File: config.mk
export PLATFORM = sky130hd
export DESIGN_NAME = mem_ctl_top
export DESIGN_NICKNAME = d
export VERILOG_FILES = /design/src/mem_ctl_pkg.sv /design/src/spi_cmd_if.sv /design/src/mem_req_ctl.sv /design/src/spi_master.sv /design/src/mem_ctl_top.sv
export VERILOG_INCLUDE_DIRS = /design/src
export SDC_FILE = /design/constraint.sdc
export NUM_CORES = 1
export LEC_CHECK = 0
export BUFFER_PORTS_ARGS = -buffer_cell sky130_fd_sc_hd__buf_2
export CAP_MARGIN = 20
export CORE_ASPECT_RATIO = 0.5
export CORE_MARGIN = 2
export CORE_UTILIZATION = 52
export DETAILED_ROUTE_END_ITERATION = 8
export HOLD_SLACK_MARGIN = 0.06
export PLACE_DENSITY = 0.76
export RECOVER_POWER = 50
export SLEW_MARGIN = 10
export SYNTH_ARGS = -nofsm -noshare
export SYNTH_HDL_FRONTEND = slang
export SYNTH_SLANG_ARGS = --single-unit
File: constraint.sdc
create_clock -name clk -period 7.55 [get_ports clk]
set_clock_uncertainty 0.1 [all_clocks]
set_input_delay 0.755 -clock clk [delete_from_list [all_inputs] [get_ports clk]]
set_output_delay 0.755 -clock clk [all_outputs]
set_load 0.01 [all_outputs]
File: src/mem_ctl_settings.svh
`ifndef MEM_CTL_SETTINGS_SVH
`define MEM_CTL_SETTINGS_SVH

// Top address byte of each serial memory region
`define MC_FLASH_REGION 8'h00
`define MC_PSRAM_REGION 8'h01

// Address bits 31..8 of the GPIO register page
`define MC_GPIO_PAGE 24'h020000
`define MC_GPIO_WIDTH 8

// SPI command bytes, same for flash and PSRAM
`define MC_SPI_READ_CMD 8'h03
`define MC_SPI_WRITE_CMD 8'h02

`endif

File: src/mem_ctl_pkg.sv
`include "mem_ctl_settings.svh"

package mem_ctl_pkg;

    // Address or data word as seen by the core
    typedef logic [31:0] word_t;

    // Byte offset inside one serial memory
    typedef logic [23:0] spi_addr_t;

    // Access size from funct3
    typedef logic [2:0] mem_flag_t;

    // Number of data bits in one SPI job (8, 16 or 32)
    typedef logic [5:0] bit_len_t;

    typedef logic [`MC_GPIO_WIDTH-1:0] gpio_t;

    typedef enum logic [1:0] {
        req_idle,
        req_spi_wait,
        req_respond
    } req_state_t;

    typedef enum logic [1:0] {
        spi_idle,
        spi_shift_out,
        spi_shift_in,
        spi_finish
    } spi_state_t;

endpackage

File: src/spi_cmd_if.sv
`timescale 1ns/1ns

// Job handoff from the request controller to the SPI master
interface spi_cmd_if;

    logic                   start;
    logic                   write;
    logic                   to_flash;
    mem_ctl_pkg::spi_addr_t addr;
    mem_ctl_pkg::bit_len_t  bit_len;
    mem_ctl_pkg::word_t     wdata;
    mem_ctl_pkg::word_t     rdata;
    logic                   done;

    modport ctl (
        output start, write, to_flash, addr, bit_len, wdata,
        input  rdata, done
    );

    modport master (
        input  start, write, to_flash, addr, bit_len, wdata,
        output rdata, done
    );

endinterface

File: src/mem_req_ctl.sv
`timescale 1ns/1ns
`include "mem_ctl_settings.svh"

module mem_req_ctl (
    input  logic                   clk,
    input  logic                   rst_n,
    input  mem_ctl_pkg::word_t     mem_addr,
    input  mem_ctl_pkg::word_t     mem_wdata,
    input  mem_ctl_pkg::mem_flag_t mem_flag,
    input  logic                   mem_we,
    input  logic                   mem_re,
    output mem_ctl_pkg::word_t     mem_rdata,
    output logic                   mem_ready,
    output mem_ctl_pkg::gpio_t     gpio_out,
    spi_cmd_if.ctl                 spi
);

    mem_ctl_pkg::req_state_t state;
    mem_ctl_pkg::bit_len_t   req_len;
    logic                    req;
    logic                    is_gpio;
    logic                    is_flash;
    logic                    is_psram;

    function automatic mem_ctl_pkg::bit_len_t flag_to_len(input mem_ctl_pkg::mem_flag_t flag);
        case (flag)
            3'b000, 3'b100: return 6'd8;
            3'b001, 3'b101: return 6'd16;
            default: return 6'd32;
        endcase
    endfunction

    function automatic mem_ctl_pkg::word_t byte_swap(input mem_ctl_pkg::word_t w);
        return {w[7:0], w[15:8], w[23:16], w[31:24]};
    endfunction

    // Serial data arrives lowest byte first and left aligned
    function automatic mem_ctl_pkg::word_t format_load(
        input mem_ctl_pkg::word_t    raw,
        input mem_ctl_pkg::bit_len_t len
    );
        mem_ctl_pkg::word_t swapped;
        swapped = byte_swap(raw);
        case (len)
            6'd8:    return {24'h0, swapped[7:0]};
            6'd16:   return {16'h0, swapped[15:0]};
            default: return swapped;
        endcase
    endfunction

    assign req      = mem_we | mem_re;
    assign req_len  = flag_to_len(mem_flag);
    assign is_gpio  = mem_addr[31:8] == `MC_GPIO_PAGE;
    assign is_flash = mem_addr[31:24] == `MC_FLASH_REGION;
    assign is_psram = mem_addr[31:24] == `MC_PSRAM_REGION;

    always_ff @(posedge clk or negedge rst_n) begin
        if (!rst_n) begin
            state     <= mem_ctl_pkg::req_idle;
            mem_ready <= 1'b0;
            mem_rdata <= '0;
            gpio_out  <= '0;
            spi.start <= 1'b0;
        end else begin
            mem_ready <= 1'b0;
            spi.start <= 1'b0;
            case (state)
                mem_ctl_pkg::req_idle: begin
                    if (req) begin
                        if (is_gpio) begin
                            if (mem_we) begin
                                gpio_out <= mem_wdata[`MC_GPIO_WIDTH-1:0];
                            end else begin
                                mem_rdata <= {{(32 - `MC_GPIO_WIDTH){1'b0}}, gpio_out};
                            end
                            mem_ready <= 1'b1;
                            state     <= mem_ctl_pkg::req_respond;
                        end else if (is_flash || is_psram) begin
                            spi.start <= 1'b1;
                            state     <= mem_ctl_pkg::req_spi_wait;
                        end else begin
                            // Nothing mapped here, finish with zero
                            mem_rdata <= '0;
                            mem_ready <= 1'b1;
                            state     <= mem_ctl_pkg::req_respond;
                        end
                    end
                end
                mem_ctl_pkg::req_spi_wait: begin
                    if (spi.done) begin
                        if (!spi.write) begin
                            mem_rdata <= format_load(spi.rdata, req_len);
                        end
                        mem_ready <= 1'b1;
                        state     <= mem_ctl_pkg::req_respond;
                    end
                end
                mem_ctl_pkg::req_respond: begin
                    state <= mem_ctl_pkg::req_idle;
                end
                default: state <= mem_ctl_pkg::req_idle;
            endcase
        end
    end

    // Job fields, held until the master reports done
    always_ff @(posedge clk) begin
        if (state == mem_ctl_pkg::req_idle && req) begin
            spi.write    <= mem_we;
            spi.to_flash <= is_flash;
            spi.addr     <= mem_addr[23:0];
            spi.bit_len  <= req_len;
            // Lowest byte goes out first, the master sends from the top
            spi.wdata    <= byte_swap(mem_wdata);
        end
    end

    a_req_in_idle: assert property (@(posedge clk) disable iff (!rst_n)
        req |-> state == mem_ctl_pkg::req_idle)
        else $error("core request while a previous request is still open");

    a_we_re_excl: assert property (@(posedge clk) disable iff (!rst_n)
        !(mem_we && mem_re))
        else $error("mem_we and mem_re high together");

    a_done_in_wait: assert property (@(posedge clk) disable iff (!rst_n)
        spi.done |-> state == mem_ctl_pkg::req_spi_wait)
        else $error("SPI done while no SPI job is open");

endmodule

File: src/spi_master.sv
`timescale 1ns/1ns
`include "mem_ctl_settings.svh"

module spi_master (
    input  logic      clk,
    input  logic      rst_n,
    spi_cmd_if.master spi,
    output logic      flash_cs_n,
    output logic      ram_cs_n,
    output logic      sclk,
    output logic      mosi,
    input  logic      miso
);

    mem_ctl_pkg::spi_state_t state;
    mem_ctl_pkg::word_t      rx_q;
    logic [6:0]              bits_left;
    logic [63:0]             tx_q;
    logic [7:0]              cmd;
    logic [5:0]              align;

    assign cmd       = spi.write ? `MC_SPI_WRITE_CMD : `MC_SPI_READ_CMD;
    assign align     = 6'd32 - spi.bit_len;
    assign mosi      = tx_q[63];
    assign spi.rdata = rx_q;

    // SCLK toggles every clk while shifting, so one bit takes two cycles
    always_ff @(posedge clk or negedge rst_n) begin
        if (!rst_n) begin
            state      <= mem_ctl_pkg::spi_idle;
            bits_left  <= '0;
            sclk       <= 1'b0;
            flash_cs_n <= 1'b1;
            ram_cs_n   <= 1'b1;
            spi.done   <= 1'b0;
        end else begin
            spi.done <= 1'b0;
            case (state)
                mem_ctl_pkg::spi_idle: begin
                    if (spi.start) begin
                        flash_cs_n <= !spi.to_flash;
                        ram_cs_n   <= spi.to_flash;
                        // Command and address, plus store data for a write
                        bits_left  <= 7'd32 + (spi.write ? {1'b0, spi.bit_len} : 7'd0);
                        state      <= mem_ctl_pkg::spi_shift_out;
                    end
                end
                mem_ctl_pkg::spi_shift_out: begin
                    sclk <= !sclk;
                    if (sclk) begin
                        if (bits_left == 7'd1) begin
                            if (spi.write) begin
                                flash_cs_n <= 1'b1;
                                ram_cs_n   <= 1'b1;
                                state      <= mem_ctl_pkg::spi_finish;
                            end else begin
                                bits_left <= {1'b0, spi.bit_len};
                                state     <= mem_ctl_pkg::spi_shift_in;
                            end
                        end else begin
                            bits_left <= bits_left - 7'd1;
                        end
                    end
                end
                mem_ctl_pkg::spi_shift_in: begin
                    sclk <= !sclk;
                    if (!sclk) begin
                        bits_left <= bits_left - 7'd1;
                    end else if (bits_left == 7'd0) begin
                        flash_cs_n <= 1'b1;
                        ram_cs_n   <= 1'b1;
                        state      <= mem_ctl_pkg::spi_finish;
                    end
                end
                mem_ctl_pkg::spi_finish: begin
                    spi.done <= 1'b1;
                    state    <= mem_ctl_pkg::spi_idle;
                end
                default: state <= mem_ctl_pkg::spi_idle;
            endcase
        end
    end

    // Shift registers, MSB first in both directions
    always_ff @(posedge clk) begin
        case (state)
            mem_ctl_pkg::spi_idle: begin
                if (spi.start) begin
                    tx_q <= {cmd, spi.addr, spi.wdata};
                    rx_q <= '0;
                end
            end
            mem_ctl_pkg::spi_shift_out: begin
                // Next bit appears on the falling edge
                if (sclk) begin
                    tx_q <= {tx_q[62:0], 1'b0};
                end
            end
            mem_ctl_pkg::spi_shift_in: begin
                // Sample together with the rising edge
                if (!sclk) begin
                    rx_q <= {rx_q[30:0], miso};
                end
            end
            mem_ctl_pkg::spi_finish: begin
                // First received bit ends up at bit 31
                rx_q <= rx_q << align;
            end
            default: ;
        endcase
    end

    // Only the chip named by the held job may be selected, never both
    a_one_cs: assert property (@(posedge clk) disable iff (!rst_n)
        (flash_cs_n || spi.to_flash) && (ram_cs_n || !spi.to_flash))
        else $error("chip select low for a memory the job does not address");

    a_start_in_idle: assert property (@(posedge clk) disable iff (!rst_n)
        spi.start |-> state == mem_ctl_pkg::spi_idle)
        else $error("SPI job started while a transfer is running");

endmodule

File: src/mem_ctl_top.sv
`timescale 1ns/1ns

module mem_ctl_top (
    input  logic                   clk,
    input  logic                   rst_n,

    // Core data port
    input  mem_ctl_pkg::word_t     mem_addr,
    input  mem_ctl_pkg::word_t     mem_wdata,
    input  mem_ctl_pkg::mem_flag_t mem_flag,
    input  logic                   mem_we,
    input  logic                   mem_re,
    output mem_ctl_pkg::word_t     mem_rdata,
    output logic                   mem_ready,

    output mem_ctl_pkg::gpio_t     gpio_out,

    // Shared single-lane SPI bus
    output logic                   flash_cs_n,
    output logic                   ram_cs_n,
    output logic                   spi_sclk,
    output logic                   spi_mosi,
    input  logic                   spi_miso
);

    spi_cmd_if spi_bus ();

    mem_req_ctl i_mem_req_ctl (
        .clk       (clk),
        .rst_n     (rst_n),
        .mem_addr  (mem_addr),
        .mem_wdata (mem_wdata),
        .mem_flag  (mem_flag),
        .mem_we    (mem_we),
        .mem_re    (mem_re),
        .mem_rdata (mem_rdata),
        .mem_ready (mem_ready),
        .gpio_out  (gpio_out),
        .spi       (spi_bus.ctl)
    );

    spi_master i_spi_master (
        .clk        (clk),
        .rst_n      (rst_n),
        .spi        (spi_bus.master),
        .flash_cs_n (flash_cs_n),
        .ram_cs_n   (ram_cs_n),
        .sclk       (spi_sclk),
        .mosi       (spi_mosi),
        .miso       (spi_miso)
    );

endmodule

# [After elaboration in Yosys (flattened, before gate mapping)]
# Index checks and enable logic that the tools add are counted.
# Widths: inputs -> output; s select.
[word_totals] register_bits=217 latch_bits=0 ramBits=0 mem_bits_ro=0 elab_cells=126 n_memories=0
[classes] addsub=3 mul=0 n_div=0 magnitude_cmp=0 eq_ne=25 shift=1 mux=54 n_bitwise=1 n_reduce_logical=24
[ops] op="$mux 32" count=8
[ops] op="$mux 64" count=2
[ops] op="$pmux 32 s2" count=2
[ops] op="$pmux 64 s2" count=1
[ops] op="$pmux 32 s3" count=1
[ops] op="$mux 7" count=5
[ops] op="$shl 32x6->32" count=1
[ops] op="$eq 24x18->1 const B" count=1
[ops] op="$pmux 7 s3" count=1
[ops] op="$mux 1" count=18
[ops] op="$mux 2" count=9
[ops] op="$ne 2x1->1 const B" count=6
[ops] op="$pmux 6 s2" count=1
[ops] op="$reduce_and 5->1" count=2
[ops] op="$eq 8x1->1 const B" count=1
[ops] op="$logic_not 8->1" count=1
[ops] op="$ne 2x2->1 const B" count=4
[ops] op="$pmux 2 s4" count=1
[ops] op="$add 6x7->7 const A" count=1
[ops] op="$eq 7x1->1 const B" count=1
[ops] op="$logic_not 7->1" count=1
[ops] op="$reduce_and 7->1" count=1
[ops] op="$sub 7x1->7 const B" count=1
[ops] op="$eq 3x3->1 const B" count=2
[ops] op="other kinds (25)" count=36

# [Logic depth before layout (Yosys ltp)]
[logic_depth] depth_word=8 ltp_mapped=9 mapped_depth_nobuf=7

# [Cells and area by module]
# A second synthesis with hierarchy kept.
[unflattened] hier_cells=747 area_unflattened_um2=10531.4
[modules_own_cells] mod="spi_master" n_inst=1 cells_per_inst=513 area_each_um2=6545.0 seq_area_each_um2=3210.6
[modules_own_cells] mod="mem_req_ctl" n_inst=1 cells_per_inst=234 area_each_um2=3986.3 seq_area_each_um2=2932.8

# [Worst setup path after synthesis]
# Ideal clock, no wire load.
[synth_path] path_type="input to register" from="input mem_re" to="register i_mem_req_ctl.mem_rdata[0]" setup_time_ps=125 arrival_ps=6592 setup_slack_ps=734 stages=5 n_path_buf=0 cell_sequence="nor2_1 > nor3_1 > a32oi_1 > nor2_1 > mux2_2"
[synth_between] elab_chain_cells=3
[synth_lines] item="start: declaration" line_no="mem_ctl_top.sv:12" rtl="input logic mem_re,"
[synth_lines] item="$or 1x1->1" line_no="mem_req_ctl.sv:51" rtl="assign req = mem_we | mem_re;"
[synth_lines] item="$ne 2x1->1 (no line)"
[synth_lines] item="$reduce_and 6->1 (no line)"
[synth_lines] item="end signal: assignment" line_no="mem_req_ctl.sv:74" rtl="mem_rdata <= {{(32 - `MC_GPIO_WIDTH){1'b0}}, gpio_out};"
[synth_lines] item="end signal: assignment" line_no="mem_req_ctl.sv:92" rtl="mem_rdata <= format_load(spi.rdata, req_len);"
[synth_lines] item="end: declaration" line_no="mem_req_ctl.sv:12" rtl="output mem_ctl_pkg::word_t mem_rdata,"
# Every way passes these cells.
# A chain may end at the register's enable or synchronous reset.

# [Final worst setup path]
[layout_path] from="input mem_we" to="register i_mem_req_ctl.mem_rdata[6]"
[layout_between] elab_chain_cells=3
[layout_lines] item="start: declaration" line_no="mem_ctl_top.sv:11" rtl="input logic mem_we,"
[layout_lines] item="$or 1x1->1" line_no="mem_req_ctl.sv:51"
[layout_lines] item="$ne 2x1->1 (no line)"
[layout_lines] item="$reduce_and 6->1 (no line) (*)"
# Mark *: on every way between the ends. The rest lies on a longest branch, timed or not.

==> results.ini <==
[worst_setup_path]
critical_path.slowest_cell = clkbuf_1
cp.arrival_ns = 5.18
crit_fanout = 64
cpPeakStageDelay_ns = 2.59
cp.required_ns = 7.82
crit_family = buffers and inverters
worst_setup_path_start_kind = primary input
crit_type = primary input to flip-flop
worst_setup_path_end_kind = flip-flop
path_buf_inv = 3
crit_chain = clkbuf_1, nor2_1, nor3_1, clkbuf_1, a32oi_2, buf_4, nor2_1, mux2_2

[detailed_routing]
vias_per_cell = 5.66
routed-via-count = 5601
drt_iter0_drc = 456
wire_per_inst_um = 18.2
wl_mm = 18.0
drcViolationCount = 0
ant_nets = 0
drtPass1Iterations = 6

[global_routing]
grt_pass1_wl_mm = 29.2
antenna_found_initial = 0
grt_overflow = 0
grt_max_degree = 67
grt_usage_pct = 19.6
first_global_vias = 5675

[timing]
hold_viol = 0
min_period_ns = 4.92
post-route-period-util_pct = 65.1
maxSlewViolCount = 190
relSlewSlack_pct = -145
rsz0062_at_grt = no
tns_ns = 0
fmax_mhz = 203
finalSetupViolations = 0
tightestPinTransition_ns = 3.67

[synthesis]
syn_avg_cell_area_sq_um = 14.4
ys_ff_latch = 214
synth_area_sq_um = 9070
yosys_warnings = 0
syn_nets = 711
seq_area_frac_synth_pct = 67.7
syn_inst = 628
synth.distinct_cells = 50

[place]
dp_cells = 953
place.port_buffers = 115
hpwl_mm = 11.6
gp_congestion = 0.868

[cts]
cts.clk_slew.worst_paths_ns = 0.07
clk_latency_ns = 0.48
clockBufferDepth = 3
htree_levels = 1
cts_sinks = 214
postCtsSetupBuffers = 0
cts.repair.resized = 0
cts_tree = yes
numCtsBuffers = 20
hold_buffers = 0
cts_root_buf = clkbuf_16

[finish]
final_cells = 989
area_growth_pct = 15.1
drive_gt1_share_pct = 21.9
nNetsFinal = 824
antenna_cells = 0
fin_util_pct = 60.6

[floorplan]
rows = 34
initial_core_util_pct = 52.7
chipHeight_um = 97.4
top_level_ports = 117
core_area_sq_um = 17200
dieArea_sq_um = 18600
die-width_um = 191

[power]
p_per_area_nw_per_um2 = 389
vdd_drop_max_mv = 0.242
p_total_mw = 4.06
leakage_nw = 3.93

[outcome]
violations = max-capacitance violations, max-slew violations
status = complete, but fails checks

[hold_path]
min_path_type = primary input to flip-flop

[flow_run]
maxCapViolCount = 3

==> kinds of logic after synthesis <==
kind of cell | count (synthesis) | synth area share, %
compound gates | 137 | 10.4
xor+xnor | 2 | 0.193
fa+ha+maj | 11 | 1.52
buf+inv | 47 | 2.01
flops | 214 | 67.7
mux | 98 | 11.9
simple gates | 119 | 6.25
==> path summary, 6_finish.rpt <==
| path | from | to | slack [ns] | cells after the start |
|---|---|---|---|---|
| worst max-delay path | mem_we | i_mem_req_ctl.mem_rdata[6] | 2.63 | 8 |
| worst min-delay path | mem_wdata[30] | i_mem_req_ctl.spi.wdata[6] | 0.35 | 1 |
| worst max register to register | i_mem_req_ctl.state[0] | i_mem_req_ctl.mem_rdata[6] | 2.67 | 6 |
| worst min register to register | i_spi_master.ram_cs_n | i_spi_master.ram_cs_n | 0.37 | 2 |
| max in group asynchronous | rst_n | i_mem_req_ctl.mem_rdata[31] | 4.32 | 2 |
| min in group asynchronous | rst_n | i_mem_req_ctl.gpio_out[0] | 1.27 | 2 |
==> power by group <==
group	total [mW]	switching, mW	internal, mW
registers	2.01	0.207	1.81
clock network	0.961	0.419	0.542
logic	1.08	0.630	0.450
==> cells in the final DEF, fill, tap and decap left out, types with 3 or more instances in the layout <==
cell	n
clkbuf_16	21
dfrtp_1	55
clkbuf_1	75
clkinv_1	4
nor2b_1	4
nand2b_1	6
nor4_1	6
and2_0	5
a32o_1	8
o21ai_0	49
ha_1	10
buf_4	6
clkbuf_8	3
mux2i_1	25
buf_2	49
o31ai_1	24
edfxtp_1	157
mux2_2	71
o22ai_1	4
nor2_1	16
and2_1	3
a22o_1	27
a21oi_1	9
nand2_1	65
inv_1	13
==> cells in the mapped netlist, drive strengths merged <==
library cell  instances  area, sq um
nand2b                6         37.5
a211oi                1         7.51
xor2                  1         8.76
nand2                65          244
inv                  13         48.8
or2                   1         6.26
a22oi                 1         7.51
a32oi                 1         8.76
o211ai                1         7.51
dfrtp                55         1380
mux2                 73          826
nor2                 16         60.1
a32o                  8         80.1
o22ai                 4         25.0
edfxtp              157         4710
xnor2                 1         8.76
clkinv                1         3.75
a2111oi               2         17.5
a31oi                 1         6.26
buf                   8         36.3
a221o                 1         10.0
or4b                  1         10.0
nor3                  3         15.0
a22o                 27          236
a21oi                10         50.1
o21ai                49          245
nand3b                1         7.51
mux2i                25          250
nor4                  9         77.6
dfstp                 2         52.6
nand4                 1         6.26
a21o                  1         7.51
o31a                  1         8.76
ha                   11          138
a211o                 1         8.76
a31o                  1         8.76
a2111o                2         22.5
and3                  1         6.26
and2                  8         50.1
nand4b                1         8.76
or3                   2         12.5
clkbuf               25         93.8
a221oi                1         8.76
o31ai                24          180
nor2b                 4         25.0
==> metrics by stage <==
stage               area (sq um)  hold WS [ns]  setup slack (ns)
global placement            9910         0.359              4.22
finish                     10400         0.345              2.63
floorplan                   9070         0.359             0.734
detailed placement          9910         0.366              4.17
global route               10400         0.327              2.17
CTS                        10500         0.329              4.24
==> final cells by class <==
| class | instances | area (sq um) |
|---|---|---|
| Fill cell | 1394 | 6790 |
| Clock inverter | 6 | 32.5 |
| Timing Repair Buffer | 124 | 549 |
| Sequential cell | 214 | 6140 |
| Multi-Input combinational cell | 367 | 2780 |
| Inverter | 14 | 52.6 |
| Tap cell | 234 | 293 |
| Clock buffer | 30 | 589 |
==> metal layers <==
metal / vias up / wire length, um / part of all wire [%] / track usage [%]
met2: 124 / 8720 / 48 / 32.5
met3: 29 / 665 / 3.7 / 2.89
met1: 2822 / 8240 / 46 / 27.3
met4: 0 / 424 / 2.4 / 5.37
met5: - / 0 / 0 / 0
li1: 2626 / - / - / -
==> sequential cells by signal, indices dropped and copies added, names as in the netlist <==
name	count
i_mem_req_ctl.spi.start	1
i_spi_master.bits_left	7
i_spi_master.state	2
i_spi_master.ram_cs_n	1
i_mem_req_ctl.spi.write	1
i_mem_req_ctl.mem_rdata	32
i_mem_req_ctl.state	2
i_spi_master.sclk	1
i_spi_master.spi.rdata	32
i_mem_req_ctl.gpio_out	8
i_mem_req_ctl.spi.to_flash	1
i_mem_req_ctl.spi.addr	24
i_mem_req_ctl.mem_ready	1
i_spi_master.spi.done	1
i_spi_master.flash_cs_n	1
i_spi_master.tx_q	64
i_mem_req_ctl.spi.wdata	32
i_mem_req_ctl.spi.bit_len	3
No activity file was read; power rests on OpenSTA's default activity.
